[src/logic/soc_pkg.sv]
// ---------------------------------------
// request and response types of the ramio port
// I/O sits at the top two word addresses
// RAM aliases every other address
// ---------------------------------------
package soc_pkg;

  // one access request from host or boot loader
  typedef struct packed {
    logic        enable;      // one cycle per request
    logic [2:0]  read_type;   // RD_* code
    logic [1:0]  write_type;  // WR_* code
    logic [31:0] address;     // byte address
    logic [31:0] data_in;     // write data, low bits used for B/H
  } ramio_req_t;

  // response back to the requester
  typedef struct packed {
    logic [31:0] data_out;
    logic        data_out_ready;  // one cycle pulse
    logic        busy;            // request ignored while high
  } ramio_rsp_t;

  // ---------------------------------------
  // read types, bit 2 set means zero extend
  // ---------------------------------------
  localparam logic [2:0] RD_NONE = 3'b000;
  localparam logic [2:0] RD_B    = 3'b001;
  localparam logic [2:0] RD_H    = 3'b010;
  localparam logic [2:0] RD_W    = 3'b011;
  localparam logic [2:0] RD_BU   = 3'b101;
  localparam logic [2:0] RD_HU   = 3'b110;

  // write types
  localparam logic [1:0] WR_NONE = 2'b00;
  localparam logic [1:0] WR_B    = 2'b01;
  localparam logic [1:0] WR_H    = 2'b10;
  localparam logic [1:0] WR_W    = 2'b11;

  // ---------------------------------------
  // memory mapped I/O
  // ---------------------------------------
  localparam logic [31:0] UART_TX_ADDR = 32'hFFFF_FFFC;  // byte write sends it
  localparam logic [31:0] LED_ADDR     = 32'hFFFF_FFF8;  // low 4 bits

  localparam logic [7:0] FLASH_READ_CMD = 8'h03;  // plain SPI READ

endpackage

[src/logic/boot_loader.sv]
// ---------------------------------------
// waits, copies the flash image to RAM, then
// hands the port to the host
// StartupWaitCycles must be 1 or more
// ---------------------------------------
`timescale 1ns/1ps

module boot_loader import soc_pkg::*; #(
  parameter int unsigned StartupWaitCycles = 1_000_000
) (
  input  logic       clk,
  input  logic       arst_n,
  input  ramio_req_t host_req,
  output ramio_rsp_t host_rsp,
  output ramio_req_t mem_req,
  input  ramio_rsp_t mem_rsp,
  output logic       flash_start,
  input  logic [7:0] flash_byte,
  input  logic       flash_byte_valid,
  input  logic       flash_done,
  output logic       boot_done
);

  localparam int unsigned WaitWidth = $clog2(StartupWaitCycles + 1);

  typedef enum logic [1:0] {WAIT, READ, WRITE, RUN} state_t;

  state_t               state;
  logic [WaitWidth-1:0] wait_cnt;
  logic [31:0]          asm_word;   // bytes enter at the top
  logic [1:0]           byte_idx;
  logic [31:0]          hold_word;  // full word waiting for RAM
  logic [31:0]          word_addr;
  logic                 flash_end;  // done pulse seen
  logic                 word_full;
  logic                 accepted;
  ramio_req_t           boot_req;

  assign word_full = flash_byte_valid && byte_idx == 2'd3;
  assign accepted  = (state == WRITE) && !mem_rsp.busy;

  always_ff @(posedge clk or negedge arst_n) begin
    if (!arst_n) begin
      state       <= WAIT;
      wait_cnt    <= '0;
      byte_idx    <= '0;
      word_addr   <= '0;
      flash_start <= 1'b0;
      flash_end   <= 1'b0;
    end else begin
      flash_start <= 1'b0;
      if (flash_byte_valid) byte_idx <= byte_idx + 1'b1;
      if (flash_done) flash_end <= 1'b1;
      case (state)
        WAIT: begin
          if (wait_cnt == WaitWidth'(StartupWaitCycles - 1)) begin
            flash_start <= 1'b1;
            state       <= READ;
          end else begin
            wait_cnt <= wait_cnt + 1'b1;
          end
        end
        READ: if (word_full) state <= WRITE;
        WRITE: if (accepted) begin
          word_addr <= word_addr + 32'd4;
          state     <= (flash_end || flash_done) ? RUN : READ;  // last word
        end
        default: ;  // RUN, host owns the port
      endcase
    end
  end

  // little endian packing, byte 0 ends in [7:0]
  always_ff @(posedge clk) begin
    if (flash_byte_valid) asm_word <= {flash_byte, asm_word[31:8]};
    if (state == READ && word_full) hold_word <= {flash_byte, asm_word[31:8]};
  end

  always_comb begin
    boot_req.enable     = (state == WRITE);  // held until taken
    boot_req.read_type  = RD_NONE;
    boot_req.write_type = WR_W;
    boot_req.address    = word_addr;
    boot_req.data_in    = hold_word;
  end

  // ---------------------------------------
  // port arbitration
  // ---------------------------------------
  assign boot_done = (state == RUN);
  assign mem_req   = boot_done ? host_req : boot_req;

  always_comb begin
    host_rsp = mem_rsp;
    if (!boot_done) begin
      host_rsp.busy           = 1'b1;  // host held off during boot
      host_rsp.data_out_ready = 1'b0;
    end
  end

endmodule

[config.mk]
export PLATFORM = sky130hd
export DESIGN_NAME = boot_loader
export DESIGN_NICKNAME = d
export VERILOG_FILES = /design/src/logic/soc_pkg.sv /design/src/logic/boot_loader.sv
export SDC_FILE = /design/constraint.sdc
export NUM_CORES = 1
export LEC_CHECK = 0
export BUFFER_PORTS_ARGS = -buffer_cell sky130_fd_sc_hd__buf_4
export CORE_MARGIN = 1.5
export CORE_UTILIZATION = 49
export DETAILED_ROUTE_END_ITERATION = 8
export GPL_ROUTABILITY_DRIVEN = 0
export HOLD_SLACK_MARGIN = 0.06
export MAX_ROUTING_LAYER = met4
export PLACE_DENSITY = 0.86
export SLEW_MARGIN = 20
export SYNTH_ARGS = -nofsm -noshare
export SYNTH_HDL_FRONTEND = slang
export SYNTH_SLANG_ARGS = --single-unit
[constraint.sdc]
create_clock -name clk -period 2.2 [get_ports clk]
set_input_delay 0.11 -clock clk [delete_from_list [all_inputs] [get_ports clk]]
set_output_delay 0.11 -clock clk [all_outputs]
set_load 0.05 [all_outputs]
== After elaboration in Yosys (flattened, before gate mapping) ==
Cells that the tools add are included.
Cells by class
  $add $sub $neg: 3
  eq/ne operators: 8
  multiplexer cells: 9
  bitwise logic cells: 1
  reduce and logical (&&, ||, !) cells: 10
Operators with widths (number)
  $mux 70: 1
  $add 32x3->32 const B: 1
  $add 20x1->20 const B: 1
  $eq 20x20->1 const B: 1
  $mux 2: 5
  $eq 2x2->1 const B: 3
  $ne 2x2->1 const B: 3
  $pmux 2 s3: 1
  $reduce_and 2->1: 2
  $reduce_and 4->1: 1
  $logic_and 1x1->1: 3
  $reduce_bool 3->1: 1
  $add 2x1->2 const B: 1
  $eq 2x1->1 const B: 1
  $logic_not 2->1: 1
  $mux 1: 2
  $logic_not 1->1: 1
  $logic_or 1x1->1: 1
  $not 1->1: 1
Word-level totals
  flip-flop bits (word level): 122
  bits of input ports: 116
  output and inout bits: 106
  logic and storage cells: 39

== Depth between registers and ports, before layout ==
  depth in word-level cells: 4
  depth in mapped cells: 7
  mapped depth without buffers: 6

== Least setup slack after synthesis ==
OpenSTA, ideal clock, no wires.
  path type: register to output
  start point: reg state[0]
  end point: out mem_req[62] (netlist name)
  arrival time: 2.447 ns
  data required time: 2.090 ns
  setup slack: -0.357 ns
  cell stages (with the launch flop): 5
  path buffers: 2
  cells stage by stage: dfrtp_1 > ha_1 > clkbuf_1 > clkbuf_1 > o21ai_0
RTL lines
  from (decl): RTL line boot_loader.sv:28  | state_t state;
  from (signal assigned): RTL line boot_loader.sv:66  | state <= (flash_end || flash_done) ? RUN : READ;
  to (decl): RTL line boot_loader.sv:15  | output ramio_req_t mem_req,

==> qor.csv <==
metric;value;unit
Ant. Diodes;0;
DRT iter0 DRCs;115;
Initial Util;50.2;%
PortBufs;157;
hold buffers post-CTS;10;
clock-pin slew on the worst setup and hold paths;0.10;ns
syn avg cell area;13.1;um2
leakage power;3.06;nW
die extent in x;108;um
Hold Path Class;input pin to register;
max_slew headroom;52.8;%
PD cells;593;nW/um2
CP Max Fanout;62;
WP data required;2.09;ns
vias in the first global route;3609;
Setup crit end kind;output port;
post-CTS resize count;0;
Mapped Cells;414;
switching share of power;27.6;%
EDFF count, synth;56;
drt first pass iters;4;
multi-input logic area;2070;um2
worst-skew pair later-pin latency;0.38;ns
layout cells sized above 1;44.6;%
total gr overflow;0;
initial antenna violation count;0;
Setup Viol. Count Final;0;
Worst Path Arrival;1.90;ns
fmax;497;MHz
register area share after synthesis;56.7;%
max-slew violations;0;
clk root buf;clkbuf_8;
via/cell ratio;5.22;
largest net degree at the start of global routing;63;
CTS buffer count;9;
NetSw;1.13;mW
worst clock skew;0.0169;ns
internal power;2.96;mW
CTS Sinks;112;
routed wire length;11500;um
die area;11700;um2
Logic pwr share;15.2;%
Ys Warns;0;
Clock Path Buffers;2;
core area;10800;um2
Storage cell area;3080;um2
peak supply drop;0.504;mV
final setup TNS;0;ns
CP Class;register to output port;
Async SR Flop Fraction;50.0;%
hpwl dp;8450;um
DR vias;3668;
Post-DRT Antenna Nets;0;
# Post-CTS Setup Buffers;0;
DRC;0;
I/O pin cnt;222;
ys flop type;edfxtp_1;
Syn Std Cell Area;5440;um2
# rows;38;
WL/cell;16.4;um
first-pass GRT wire length;17900;um
Layout area overhead;26.7;%
fin area;6890;um2
Reg power frac;56.0;%
post-synthesis cell type count;41;
Die Ht;108;um
Tcrit/Tclk final;91.5;%
gr usage total;20.6;%
RSZ-0062 raised after global routing;false;
clock network power share;28.8;%
Post-DP Area;6600;um2
CTS tree;done;
Nets;682;
Fillers;815;
htree depth;3;
fin crit period;2.01;ns
Syn Nets;538;
max-cap viol count;0;
Worst setup SP type;register;
Final Hold Viols;0;
post-synthesis sequential element count;112;
Slew @ Worst Pin;0.707;ns
status;completed;
## per-stage QoR
step	hold slack, ns	total power, mW	instances	worst slack (ns)	util [%]
2_1_floorplan	-0.186	2.83	414	0.0832	-
3_3_place_gp	0.195	2.92	677	0.352	60.9
3_5_place_dp	0.200	2.95	677	0.293	60.9
4_1_cts	0.117	4.12	703	0.174	63.6
5_1_grt	0.124	4.23	703	0.0948	63.6
6_report	0.125	4.09	703	0.187	63.6
## worst paths after layout
path | from | end | slack (ns) | depth (start not counted)
max reg2reg | state[0] | word_addr[31] | 0.28 | 6
min reg2reg | asm_word[13] | hold_word[5] | 0.43 | 0
min | mem_rsp[0] | word_addr[2] | 0.13 | 3
max | state[0] | mem_req[23] | 0.19 | 4
max in group asynchronous | arst_n | flash_end | 1.41 | 2
min in group asynchronous | arst_n | word_addr[13] | 0.32 | 2
## cells in the final DEF, fill, tap and decap left out, types with 3 or more instances in the layout
cell type      netlist  final
buf_4               32    164
xor2_1              15     15
nor4_1               3      3
clkbuf_8             0      9
inv_1                6      6
edfxtp_1            56     56
nand2_1             21     21
and3_1               5      5
nor2_1              10     10
dfrtp_1             56     56
nor3_1              13     13
a21oi_1              3      3
mux2_2              63     63
nand2b_1             4      4
and2_1              11     11
nand3_1             17     17
o211ai_1             3      3
xnor2_1             33     33
ha_1                 8      7
nand4_1             13     13
and4_1               7      7
dlygate4sd3_1        0     10
## worst max-delay path, stage by stage (launching register included)
cell,delay (ns)
dfrtp_1,0.46
ha_4,0.19
buf_12,0.26
mux2_2,0.38
buf_4,0.19
## logic make-up (layout without fill, tap and decap cells)
logic type	after synthesis	after routing	share of synthesized area, %
AND/OR/NAND/NOR	119	119	13.2
buffers and inverters	48	197	5.54
multiplexers	65	65	13.4
XOR/XNOR	48	48	7.73
flip-flops	112	112	56.7
adder cells (fa/ha/maj)	8	8	1.84
AO/OA/AOI/OAI	14	14	1.61
## cell usage after synthesis (2+ instances only)
library cell,count,area [um2]
a21oi_1,3,15.0
nor2_1,10,37.5
nand4_1,13,81.3
o211ai_1,3,22.5
and4_1,7,61.3
dfrtp_1,56,1400
o21ai_0,3,15.0
and3_1,5,31.3
nor4_1,3,18.8
clkbuf_1,9,33.8
nand3_1,17,85.1
buf_4,32,240
and4b_1,2,20.0
nand2_1,21,78.8
mux2_2,63,709
nor4b_1,2,17.5
xor2_1,15,131
inv_1,6,22.5
and2_1,11,68.8
ha_1,8,100
nand2b_1,4,25.0
mux2i_1,2,20.0
or2_2,2,12.5
xnor2_1,33,289
nor3_1,13,65.1
edfxtp_1,56,1680
## final cells by class
type | count | share of cell area (%)
flip-flops and latches | 112 | 44.7
repair buffers | 175 | 19.6
clock inverters | 7 | 0.998
inverters | 6 | 0.327
well taps | 140 | 2.54
clock buffers | 9 | 1.80
multi-input cells | 254 | 30.0
## power groups by stage
stage | registers, mW | logic, mW | clock network (mW)
after floorplan | 2.32 | 0.504 | 0
after global placement | 2.33 | 0.596 | 0
after detailed placement | 2.33 | 0.614 | 0
after CTS | 2.29 | 0.628 | 1.20
after global routing | 2.30 | 0.656 | 1.28
final | 2.29 | 0.621 | 1.18
## routing by layer
layer  GRT usage [%]  vias to the layer above  wire length (um)
li1                -                     1755                 -
met1            24.4                     1769              4600
met2            35.8                      136              6050
met3            4.58                        8               779
met4            5.08                        0                97
met5               -                        -                 0
## registers in the layout, summed over array words and instances, names as in the netlist
signal       flops
flash_end        1
hold_word       32
byte_idx         2
flash_start      1
word_addr       30
wait_cnt        20
asm_word        24
state            2
No activity file was read; power rests on OpenSTA's default activity.
