$ cat src/logic/soc_pkg.sv
// ---------------------------------------
// request and response types of the ramio port
// I/O sits at the top two word addresses
// RAM aliases every other address
// ---------------------------------------
package soc_pkg;

  // one access request from host or boot loader
  typedef struct packed {
    logic        enable;      // one cycle per request
    logic [2:0]  read_type;   // RD_* code
    logic [1:0]  write_type;  // WR_* code
    logic [31:0] address;     // byte address
    logic [31:0] data_in;     // write data, low bits used for B/H
  } ramio_req_t;

  // response back to the requester
  typedef struct packed {
    logic [31:0] data_out;
    logic        data_out_ready;  // one cycle pulse
    logic        busy;            // request ignored while high
  } ramio_rsp_t;

  // ---------------------------------------
  // read types, bit 2 set means zero extend
  // ---------------------------------------
  localparam logic [2:0] RD_NONE = 3'b000;
  localparam logic [2:0] RD_B    = 3'b001;
  localparam logic [2:0] RD_H    = 3'b010;
  localparam logic [2:0] RD_W    = 3'b011;
  localparam logic [2:0] RD_BU   = 3'b101;
  localparam logic [2:0] RD_HU   = 3'b110;

  // write types
  localparam logic [1:0] WR_NONE = 2'b00;
  localparam logic [1:0] WR_B    = 2'b01;
  localparam logic [1:0] WR_H    = 2'b10;
  localparam logic [1:0] WR_W    = 2'b11;

  // ---------------------------------------
  // memory mapped I/O
  // ---------------------------------------
  localparam logic [31:0] UART_TX_ADDR = 32'hFFFF_FFFC;  // byte write sends it
  localparam logic [31:0] LED_ADDR     = 32'hFFFF_FFF8;  // low 4 bits

  localparam logic [7:0] FLASH_READ_CMD = 8'h03;  // plain SPI READ

endpackage

$ cat src/logic/flash_reader.sv
// ---------------------------------------
// SPI mode 0 reader, READ from address 0
// one SPI bit per 2 clocks
// start is ignored while a transfer runs
// ---------------------------------------
`timescale 1ns/1ps

module flash_reader import soc_pkg::*; #(
  parameter int unsigned FlashTransferBytes = 4096
) (
  input  logic       clk,
  input  logic       arst_n,
  input  logic       start,
  output logic [7:0] byte_data,   // valid with byte_valid
  output logic       byte_valid,
  output logic       done,        // after last byte
  output logic       flash_clk,
  output logic       flash_mosi,
  output logic       flash_cs,
  input  logic       flash_miso
);

  localparam int unsigned ByteCntWidth = $clog2(FlashTransferBytes + 1);

  typedef enum logic [1:0] {IDLE, CMD, DATA} state_t;

  state_t                  state;
  logic [31:0]             cmd_sr;    // opcode and address, MSB first
  logic [4:0]              cmd_cnt;
  logic [2:0]              bit_cnt;   // bit within byte
  logic [ByteCntWidth-1:0] byte_cnt;
  logic [7:0]              rx_sr;

  assign flash_mosi = cmd_sr[31];
  assign byte_data  = rx_sr;

  always_ff @(posedge clk or negedge arst_n) begin
    if (!arst_n) begin
      state      <= IDLE;
      flash_cs   <= 1'b1;
      flash_clk  <= 1'b0;
      cmd_sr     <= '0;
      cmd_cnt    <= '0;
      bit_cnt    <= '0;
      byte_cnt   <= '0;
      byte_valid <= 1'b0;
      done       <= 1'b0;
    end else begin
      byte_valid <= 1'b0;  // pulses
      done       <= 1'b0;
      case (state)
        IDLE: if (start) begin
          flash_cs <= 1'b0;
          cmd_sr   <= {FLASH_READ_CMD, 24'h00_0000};
          cmd_cnt  <= '0;
          bit_cnt  <= '0;
          byte_cnt <= '0;
          state    <= CMD;
        end
        CMD: begin
          flash_clk <= ~flash_clk;
          if (flash_clk) begin  // falling edge, next bit out
            cmd_sr  <= {cmd_sr[30:0], 1'b0};
            cmd_cnt <= cmd_cnt + 1'b1;
            if (cmd_cnt == 5'd31) state <= DATA;
          end
        end
        DATA: begin
          flash_clk <= ~flash_clk;
          if (!flash_clk) begin  // rising edge, miso sampled
            bit_cnt <= bit_cnt + 1'b1;
            if (bit_cnt == 3'd7) begin
              byte_valid <= 1'b1;
              byte_cnt   <= byte_cnt + 1'b1;
            end
          end else if (byte_cnt == ByteCntWidth'(FlashTransferBytes)) begin
            flash_cs <= 1'b1;  // clock back low on this edge too
            done     <= 1'b1;
            state    <= IDLE;
          end
        end
        default: state <= IDLE;
      endcase
    end
  end

  // receive shifter
  always_ff @(posedge clk) begin
    if (state == DATA && !flash_clk) rx_sr <= {rx_sr[6:0], flash_miso};
  end

  // one continuous transfer, chip select never drops early
  a_cs_held: assert property (@(posedge clk) disable iff (!arst_n)
    (state == IDLE && start) |=> !flash_cs until done);

endmodule

$ cat config.mk
export PLATFORM = sky130hd
export DESIGN_NAME = flash_reader
export DESIGN_NICKNAME = d
export VERILOG_FILES = /design/src/logic/soc_pkg.sv /design/src/logic/flash_reader.sv
export SDC_FILE = /design/constraint.sdc
export NUM_CORES = 1
export LEC_CHECK = 0
export BUFFER_PORTS_ARGS = -buffer_cell sky130_fd_sc_hd__buf_2
export CAP_MARGIN = 15
export CORE_UTILIZATION = 35
export CTS_BUF_LIST = sky130_fd_sc_hd__clkbuf_16
export CTS_CLUSTER_SIZE = 30
export DETAILED_ROUTE_END_ITERATION = 7
export GPL_TIMING_DRIVEN = 0
export PLACE_DENSITY_LB_ADDON = 0.15
export SLEW_MARGIN = 20
export SYNTH_ARGS = -nofsm -noshare
export SYNTH_HDL_FRONTEND = slang
export SYNTH_SLANG_ARGS = --single-unit
$ cat constraint.sdc
create_clock -name clk -period 2.8 [get_ports clk]
set_clock_uncertainty 0.15 [all_clocks]
set_input_delay 0.42 -clock clk [delete_from_list [all_inputs] [get_ports clk]]
set_output_delay 0.42 -clock clk [all_outputs]
set_load 0.005 [all_outputs]
== Word level (Yosys, flattened, before mapping) ==
Cells that the tools add are included.
Widths: inputs -> output; s select.

* Bitwise logic cells: 1
* Multiplexer cells: 29
* Eq/ne operators: 12
* $add $sub $neg: 3
* Reductions and logical operators: 11

{| class="wikitable"
|+ Operators with widths
! kind !! number
|-
| $mux 32 || 2
|-
| $pmux 32 s2 || 1
|-
| $mux 13 || 3
|-
| $pmux 13 s2 || 1
|-
| $ne 2x2->1 const B || 7
|-
| $add 13x1->13 const B || 1
|-
| $eq 13x13->1 const B || 1
|-
| $mux 2 || 5
|-
| $mux 5 || 2
|-
| $pmux 5 s2 || 1
|-
| $mux 1 || 9
|-
| $reduce_and 4->1 || 2
|-
| $mux 3 || 2
|-
| $pmux 2 s3 || 1
|-
| $pmux 3 s2 || 1
|-
| $reduce_and 3->1 || 2
|-
| $add 5x1->5 const B || 1
|-
| $eq 5x5->1 const B || 1
|-
| $reduce_and 5->1 || 1
|-
| $reduce_bool 2->1 || 2
|-
| $add 3x1->3 const B || 1
|-
| $eq 3x3->1 const B || 1
|-
| $eq 2x1->1 const B || 1
|-
| $eq 2x2->1 const B || 1
|-
| other kinds (6) || 6
|}

* Input bits: 4
* Word-level logic and storage cells: 66
* Register bits after elaboration: 67
* Output and inout bits: 13

== Longest topological paths before layout ==
Gate-level depths: netlist of run 1.

* Depth in word-level cells: 4
* Depth in mapped cells: 8

== Worst setup path before layout of run 1 ==
Ideal clock, no wire load.

* Path type: register to register
* From: reg state[0]
* To: reg byte_cnt[1]
* Path slack: 0.727 ns
* Period minus slack after synthesis: 2.073 ns
* Library setup time: 0.067 ns
* Stages on the path, launching flop included: 8
* Path buffers: 1
* Data arrival time: 1.856 ns
* Cell sequence: dfrtp_1 inv_1 ha_1 clkbuf_1 inv_1 nor2_1 and2_1 a32o_1

* Word-level cells in the longest chain between the ends: 3
* Elaborated cells on any way between the ends: 8
* Classes of those cells: eq/ne (4); mux (1); reduce/logical (3)

{| class="wikitable"
|+ RTL lines
! what !! line !! RTL
|-
| start: declaration || flash_reader.sv:27 || <nowiki>state_t state;</nowiki>
|-
| start signal: assignment || flash_reader.sv:39 || <nowiki>state <= IDLE;</nowiki>
|-
| start signal: assignment || flash_reader.sv:58 || <nowiki>state <= CMD;</nowiki>
|-
| start signal: assignment || flash_reader.sv:65 || <nowiki>if (cmd_cnt == 5'd31) state <= DATA;</nowiki>
|-
| $eq 2x2->1 or $logic_not 2->1 (tied branches) || flash_reader.sv:51 || <nowiki>case (state)</nowiki>
|-
| $ne 2x2->1 (no line) or $reduce_bool 2->1 (tied branches) || - ||
|-
| $reduce_and 4->1 (no line) || - ||
|-
| end signal: assignment || flash_reader.sv:74 || <nowiki>byte_cnt <= byte_cnt + 1'b1;</nowiki>
|-
| end: declaration || flash_reader.sv:31 || <nowiki>logic [ByteCntWidth-1:0] byte_cnt;</nowiki>
|}

Parallel ways exist; a longest one is shown, timed or not.
A chain may end at the register's enable or synchronous reset.

== Final worst setup path of run 1 ==
Same ends and word-level chain as after synthesis.

==> run summary, run 1 <==
=================================================================================
Die outline height                                                        79.1 um
Largest net degree at the start of global routing                              36
Setup Total Neg Slack                                                        0 ns
Static leakage                                                            1.04 nW
Crit start category                                                          flop
Number of instances resized during post-cts repair                              0
Highest clock rate                                                        395 MHz
Global placement routability congestion                                     0.735
Unique masters post-synth                                                      41
Worst Path Arrival                                                        2.61 ns
Detailed-route DRC error count                                                  0
Worst ir drop on vdd                                                   0.000291 V
Share of the synthesized area in compound gates (AO/OA/AOI/OAI)             0.177
Htree depth                                                                     2
Count of pins on the block boundary                                            17
Non-filler cells, final                                                       289
Reg2Reg Launch Point                                                     state[0]
Worst stage delay on the critical path                                    0.57 ns
Width of the die                                                          79.1 um
Detailed Place HPWL                                                       2730 um
Transition at the pin with the smallest max-transition slack             0.770 ns
Avg Vias per Cell                                                            5.11
Avg Inst Size Synth                                                     10.8 um^2
Clock latency of the later-clocked register in the worst-skew pair        0.29 ns
Root buffer selected by CTS                                          sky130_fd_sc_hd__clkbuf_16
Critical-path cell list                                              inv_1 > ha_1 > clkbuf_1 > inv_1 > nor2_1 > and2_1 > a32o_1
Result of the run                                                    finished clean
Number of buffers inserted during clock tree synthesis                          5
Count of final max-slew check failures                                          0
Global-route wire length before repair                                    6920 um
Core box area                                                           5610 um^2
Largest family of logic cells by synthesized area                    compound AO/OA/AOI/OAI gates
Number of optimization iterations in the first detailed-route pass              4
Clock-pin transition on the worst setup and hold timing paths             0.06 ns
TritonCTS clock tree                                                        built
Synth Area in Simple Gates                                                  0.177
Total of warnings raised by yosys                                               0
Synthesized-area fraction occupied by xor and xnor cells                  0.00841
Global-route congestion overflow total                                          0
Endpoint type of the worst setup path                                        flop
Cell Count Post-Placement                                                     281
Final core utilization                                                      0.428
Count of hold-fix buffers inserted at cts                                       0
CP Launch Point                                                          state[0]
Syn_nets                                                                      206
# clock sinks                                                                  43
Post-DRT Antenna Nets                                                           0
Total number of vias                                                         1478
Post-Synthesis Cells                                                          193
Count of endpoints failing hold in the final timing report                      0
Crit share post-route                                                       0.904
Worst Path Max Fanout                                                          10
Yosys reg bits                                                                 43
Critical path class                                                    reg -> reg
Required time at the worst-slack endpoint                                 2.87 ns
Adder-Cell Fraction of Synth Area                                          0.0541
Path depth of the worst reg2reg path                                            7
Max Cap Violations                                                              0
Die footprint                                                           6260 um^2
Average routed wire per standard cell                                     13.8 um
Nets                                                                          229
ANT cells                                                                       0
Iter 0 DRT Violations                                                          79
Largest buffer count on any clock path                                          2
Number of placement rows                                                       27
Detailed-route wire length                                                3980 um
Total track usage                                                           0.146
# setup viols final                                                             0
Initial antenna violation count                                                 0
Cell with the biggest individual delay on the critical path          sky130_fd_sc_hd__nor2_1
Minimum clock period                                                      2.53 ns
Power per cell area                                                   740 nW/um^2
Count of input and output buffers                                              16
Power consumption                                                         1.78 mW
Part of the Yosys area used for sequential elements                         0.537
Area Overhead vs Synth                                                      15.4%
Cell with the most instances on the worst path                       sky130_fd_sc_hd__inv_1
Initial cell density of the core                                            0.371
Fraction of final layout cells sized beyond drive strength 1                0.157
Setup repair after global routing missed its margin                         false
Vias in the first global route                                               1412
Multiplexer fraction of the synthesized cell area                          0.0198
Max_slew headroom                                                           0.487
Mapped Area                                                             2080 um^2
Post CTS Setup Buffer Count                                                     0
Hold/Removal Path Class                                               in -> async
=================================================================================
synthesized netlist by cell type:
| master | count | area (um^2) |
|---|---|---|
| sky130_fd_sc_hd__a21oi_1 | 9 | 45.0 |
| sky130_fd_sc_hd__nand2_1 | 21 | 78.8 |
| sky130_fd_sc_hd__and3_1 | 4 | 25.0 |
| sky130_fd_sc_hd__mux2i_1 | 3 | 30.0 |
| sky130_fd_sc_hd__nand3_2 | 1 | 10.0 |
| sky130_fd_sc_hd__nor3_1 | 2 | 10.0 |
| sky130_fd_sc_hd__a2111oi_2 | 1 | 15.0 |
| sky130_fd_sc_hd__nand4b_1 | 2 | 17.5 |
| sky130_fd_sc_hd__dfstp_2 | 1 | 26.3 |
| sky130_fd_sc_hd__or4_1 | 1 | 7.51 |
| sky130_fd_sc_hd__ha_1 | 9 | 113 |
| sky130_fd_sc_hd__inv_1 | 7 | 26.3 |
| sky130_fd_sc_hd__a2111oi_4 | 1 | 27.5 |
| sky130_fd_sc_hd__nand2b_4 | 1 | 13.8 |
| sky130_fd_sc_hd__a2111oi_0 | 1 | 8.76 |
| sky130_fd_sc_hd__a2111o_1 | 1 | 11.3 |
| sky130_fd_sc_hd__and3b_1 | 1 | 8.76 |
| sky130_fd_sc_hd__nand3_1 | 8 | 40.0 |
| sky130_fd_sc_hd__nor2_1 | 10 | 37.5 |
| sky130_fd_sc_hd__nor4_1 | 1 | 6.26 |
| sky130_fd_sc_hd__nor4b_1 | 1 | 8.76 |
| sky130_fd_sc_hd__edfxtp_1 | 8 | 240 |
| sky130_fd_sc_hd__and2_1 | 1 | 6.26 |
| sky130_fd_sc_hd__a2bb2oi_1 | 1 | 8.76 |
| sky130_fd_sc_hd__dfrtp_1 | 34 | 851 |
| sky130_fd_sc_hd__or4b_1 | 1 | 10.0 |
| sky130_fd_sc_hd__or2_2 | 4 | 25.0 |
| sky130_fd_sc_hd__nand4_1 | 2 | 12.5 |
| sky130_fd_sc_hd__a22o_1 | 13 | 114 |
| sky130_fd_sc_hd__nor2b_1 | 1 | 6.26 |
| sky130_fd_sc_hd__xor2_1 | 1 | 8.76 |
| sky130_fd_sc_hd__a21boi_0 | 1 | 7.51 |
| sky130_fd_sc_hd__clkbuf_1 | 8 | 30.0 |
| sky130_fd_sc_hd__nand2b_1 | 7 | 43.8 |
| sky130_fd_sc_hd__a32o_1 | 1 | 10.0 |
| sky130_fd_sc_hd__xnor2_1 | 1 | 8.76 |
| sky130_fd_sc_hd__o22a_1 | 1 | 8.76 |
| sky130_fd_sc_hd__mux2_2 | 1 | 11.3 |
| sky130_fd_sc_hd__o21ai_0 | 18 | 90.1 |
| sky130_fd_sc_hd__o211ai_1 | 2 | 15.0 |
| sky130_fd_sc_hd__a21o_1 | 1 | 7.51 |
placed cells by master, fill, tap and decap left out, drive strengths merged, types with 4 or more instances in the layout:
| cell type | instances |
|---|---|
| a21oi | 9 |
| a22o | 13 |
| and3 | 4 |
| buf | 16 |
| clkbuf | 13 |
| dfrtp | 34 |
| edfxtp | 8 |
| ha | 9 |
| inv | 7 |
| nand2 | 21 |
| nand2b | 8 |
| nand3 | 9 |
| nor2 | 10 |
| o21ai | 18 |
| or2 | 4 |
logic make-up after synthesis:
logic type               count (synthesis)
AND/OR/NAND/NOR                         69
AO/OA/AOI/OAI                           51
flip-flops                              43
buffers and inverters                   15
adder cells (fa/ha/maj)                  9
multiplexers                             4
XOR/XNOR                                 2
metrics by stage:
stage          hold slack [ns]  setup WS [ns]  instance area, um^2
2_1_floorplan          -0.0256          0.727                 2080
3_3_place_gp             0.280          0.279                 2250
3_5_place_dp             0.283          0.254                 2250
4_1_cts                  0.101          0.231                 2400
5_1_grt                  0.136         0.0129                 2400
6_report                0.0525          0.268                 2400
sequential cells by signal, indices dropped and copies added, names as in the netlist:
| signal | flops |
|---|---|
| cmd_cnt | 5 |
| bit_cnt | 3 |
| state | 2 |
| byte_valid | 1 |
| byte_data | 8 |
| byte_cnt | 13 |
| done | 1 |
| flash_clk | 1 |
| flash_cs | 1 |
| cmd_sr | 8 |
final timing paths:
kind,to,slack (ns)
max in group asynchronous,state[0],1.95
max reg2reg,byte_cnt[1],0.27
min,byte_cnt[9],0.05
min in group clk,byte_data[0],0.15
min reg2reg,byte_data[2],0.30
max,byte_cnt[1],0.27
where the power goes:
part           switching, mW  internal [mW]  total [mW]
logic                  0.262          0.161       0.422
registers             0.0541          0.713       0.767
clock network          0.254          0.333       0.588
total                  0.570           1.21        1.78
critical path, delay by kind of cell, from the launching register on:
kind,cells,cell delay [ns]
flops,1,0.39
compound gates,1,0.17
simple gates,2,0.81
buf+inv,3,0.78
fa+ha+maj,1,0.16
layout make-up:
| class | count | area, um^2 |
|---|---|---|
| well taps | 72 | 90.1 |
| multi-input cells | 135 | 908 |
| flip-flops and latches | 43 | 1120 |
| plain buffers | 8 | 30.0 |
| inverters | 7 | 26.3 |
| fillers | 565 | 3210 |
| clock buffers | 5 | 125 |
| repair buffers | 16 | 80.1 |
| clock inverters | 3 | 25.0 |
per-layer routing:
layer,routed length (um),share of wire,global-route usage,vias up
li1,-,-,-,746
met1,2100,0.53,0.203,708
met2,1680,0.42,0.212,17
met3,140,0.035,0.0437,7
met4,58,0.015,0.0545,0
met5,0,0,0,-
Note: power is estimated with default switching activity, not from simulation.
==> run 2: changes to the inputs <==
--- a/config.mk
+++ b/config.mk
@@ -5,6 +5,7 @@
 export SDC_FILE = /design/constraint.sdc
 export NUM_CORES = 1
 export LEC_CHECK = 0
+export ABC_AREA = 1
 export BUFFER_PORTS_ARGS = -buffer_cell sky130_fd_sc_hd__buf_2
 export CAP_MARGIN = 15
 export CORE_UTILIZATION = 35
==> run 2 against run 1 <==
Effect of this change:
- maximum frequency rose by 35%
- sequential share of layout area fell by 2.3 points
- clock-buffer cell count did not move
- sequential power rose by 6.4%
- core utilization fell by 0.85 points
- register-to-register slack improved by 0.66 ns
- area after synthesis rose by 6.4%
- worst setup slack improved by 0.66 ns
- non-clock buffer count fell by 4
- synthesized cell count rose by 30%
- total power rose by 23%
- global-route usage fell by 1.4 points
- largest power group is now combinational cells
==> run summary, run 2 <==
=================================================================================
Leading cell types in the layout, fill and taps excluded             sky130_fd_sc_hd__nand2_1, sky130_fd_sc_hd__inv_1, sky130_fd_sc_hd__dfrtp_1, sky130_fd_sc_hd__nor2_1, sky130_fd_sc_hd__nand3_1
Detailed-route wire length                                                3720 um   -6.6%
Minimum clock period                                                      1.88 ns   -0.656 ns
Post CTS Setup Buffer Count                                                     0   unchanged
Setup Total Neg Slack                                                        0 ns   unchanged
Post-DP Area                                                            2390 um^2   +6.1%
Width of the die                                                          81.5 um   +3.1%
Core box area                                                           6030 um^2   +7.5%
Max Cap Violations                                                              0   unchanged
Static leakage                                                            1.24 nW   +19%
Worst reg2reg endpoint                                               byte_data[7]
Total track usage                                                           0.132   -0.0140
Largest buffer count on any clock path                                          2   unchanged
Internal reg-to-reg setup slack                                           0.92 ns   +0.66 ns
Area Overhead vs Synth                                                      14.2%
Detailed Place HPWL                                                       2720 um   -0.30%
Worst ir drop on vdd                                                   0.000559 V   +92%
Async SR Flop Fraction                                                      0.814   unchanged
Crit start category                                                          flop
Syn_nets                                                                      264   +28%
Final core utilization                                                      0.420   -0.00853
Power consumption                                                         2.18 mW   +23%
Part of the Yosys area used for sequential elements                         0.505   -0.0321
Required time at the worst-slack endpoint                                 2.56 ns   -0.31 ns
Commonest non-fill, non-tap cell in the layout                       sky130_fd_sc_hd__nand2_1
Count of flip-flops with a built-in enable after synthesis                      8   unchanged
Most frequent cell after synthesis                                   sky130_fd_sc_hd__nand2_1
Number of instances resized during post-cts repair                              0   unchanged
Count of pins on the block boundary                                            17   unchanged
Clock latency of the later-clocked register in the worst-skew pair        0.28 ns   about the same
Highest clock rate                                                        533 MHz   +35%
Endpoint type of the worst setup path                                        flop
Initial antenna violation count                                                 0   unchanged
Clock-pin transition on the worst setup and hold timing paths             0.06 ns   about the same
Count of hold-fix buffers inserted at cts                                       0   unchanged
Post-synth top area share                                                   0.384   -0.0245
Fraction of final layout cells sized beyond drive strength 1                0.207   +0.0506
Root buffer selected by CTS                                          sky130_fd_sc_hd__clkbuf_16
Ys flop type                                                         sky130_fd_sc_hd__dfrtp_1
Worst Path Arrival                                                        1.63 ns   -0.98 ns
Setup repair after global routing missed its margin                         false
Total number of vias                                                         1581   +7.0%
# clock sinks                                                                  43   unchanged
Crit share post-route                                                       0.670   -0.234
Path depth of the worst reg2reg path                                            4   -3
Initial cell density of the core                                            0.368   -0.00374
Global-route congestion overflow total                                          0   unchanged
Most flops, register                                                     byte_cnt
Htree depth                                                                     2   unchanged
# setup viols final                                                             0   unchanged
Hold/Removal Path Class                                               in -> async
ANT cells                                                                       0   unchanged
Max FFs per register                                                           13   unchanged
Average routed wire per standard cell                                     10.6 um   -23%
Non-filler cells, final                                                       350   +21%
Global placement routability congestion                                     0.742   +0.88%
Crit path setup slack, layout                                            0.924 ns   +0.656 ns
Total of warnings raised by yosys                                               0   unchanged
Iter 0 DRT Violations                                                          74   -6.3%
Power per cell area                                                   863 nW/um^2   +17%
Biggest area consumer among synthesized cells                        sky130_fd_sc_hd__dfrtp_1
Detailed-route DRC error count                                                  0   unchanged
Avg Vias per Cell                                                            4.52   -12%
# fillers                                                                     616   +9.0%
Die outline height                                                        81.5 um   +3.1%
Count of endpoints failing hold in the final timing report                      0   unchanged
Top post-synthesis cells by area                                     sky130_fd_sc_hd__dfrtp_1, sky130_fd_sc_hd__edfxtp_1, sky130_fd_sc_hd__nand2_1
Post-DRT Antenna Nets                                                           0   unchanged
Yosys reg bits                                                                 43   unchanged
Mapped Area                                                             2210 um^2   +6.4%
Number of placement rows                                                       28   +3.7%
Unique masters post-synth                                                      30   -27%
Max_slew headroom                                                           0.457   -0.0299
Worst Path Max Fanout                                                          11   +1
Count of final max-slew check failures                                          0   unchanged
Nets                                                                          287   +25%
Cell Count Post-Placement                                                     342   +22%
Avg Inst Size Synth                                                     8.82 um^2   -18%
Global-route wire length before repair                                    6600 um   -4.7%
Reg2Reg Launch Point                                                     state[0]
Vias in the first global route                                               1392   -1.4%
Capture point of the critical path                                   byte_data[7]
Final hold slack                                                        0.0749 ns   +0.0224 ns
Place WS                                                                 0.890 ns   +0.636 ns
Die footprint                                                           6650 um^2   +6.2%
Critical path class                                                    reg -> reg
Result of the run                                                    finished clean
Most instantiated cells after synthesis                              sky130_fd_sc_hd__nand2_1, sky130_fd_sc_hd__inv_1, sky130_fd_sc_hd__dfrtp_1
Transition at the pin with the smallest max-transition slack             0.812 ns   +0.0418 ns
Count of input and output buffers                                              16   unchanged
Post-route cell area                                                    2530 um^2   +5.3%
CP Launch Point                                                          state[0]
Number of buffers inserted during clock tree synthesis                          5   unchanged
Number of optimization iterations in the first detailed-route pass              4   unchanged
Largest net degree at the start of global routing                              36   unchanged
TritonCTS clock tree                                                        built
Post-Synthesis Cells                                                          251   +30%
=================================================================================
==> run 2: cell types whose count changed in the layout (fill, tap and decap cells not counted), moves of 10 or more <==
cell,previous run,this run
sky130_fd_sc_hd__nand2_1,21,62
sky130_fd_sc_hd__nor2_1,10,28
sky130_fd_sc_hd__a22o_1,13,0
sky130_fd_sc_hd__inv_1,7,36
sky130_fd_sc_hd__o21ai_0,18,6
sky130_fd_sc_hd__nand3_1,8,18
==> run 2: per-layer routing <==
metal | vias to the layer above | GRT usage | share of wire
met2 | 28 | 0.188 | 0.42
met1 | 716 | 0.194 | 0.53
met4 | 0 | 0.0321 | 0.0051
met5 | - | 0 | 0
met3 | 2 | 0.0367 | 0.039
li1 | 835 | - | -
==> run 2: worst min-delay path by stage <==
stage | end | slack (ns)
after floorplan | bit_cnt[0] | -0.03
after CTS | byte_cnt[3] | 0.12
after detailed placement | byte_data[6] | 0.28
final | byte_cnt[3] | 0.07
after global routing | byte_cnt[3] | 0.16
after global placement | byte_data[2] | 0.27
==> run 2: worst max-delay path, cell delays in order (launching register included) <==
cell and delay (ns):
sky130_fd_sc_hd__dfrtp_1 0.40, sky130_fd_sc_hd__inv_1 0.09, sky130_fd_sc_hd__ha_1 0.16, sky130_fd_sc_hd__inv_1 0.08, sky130_fd_sc_hd__nor2_1 0.63
==> run 2: cell type report <==
cell class	count	area (um^2)	share of cell area
multi-input combinational	165	913	0.361
sequential	43	1120	0.442
buffer	4	37.5	0.0148
clock inverter	3	16.3	0.00643
tap	75	93.8	0.0371
timing repair buffer	16	80.1	0.0317
inverter	39	146	0.0579
clock buffer	5	125	0.0495
==> run 2: logic make-up after synthesis <==
group	share of synthesized area
and+or+nand+nor	0.273
DFF	0.505
xor gates and xnor gates	0.00791
AOI/OAI and AO/OA	0.0757
buffers and inverters	0.0830
muxes	0.00452
adders and majority gates	0.0508
==> run 2: power by group <==
group	internal, mW	switching [mW]
registers	0.758	0.0582
logic	0.293	0.526
clock network	0.325	0.223
total	1.38	0.807
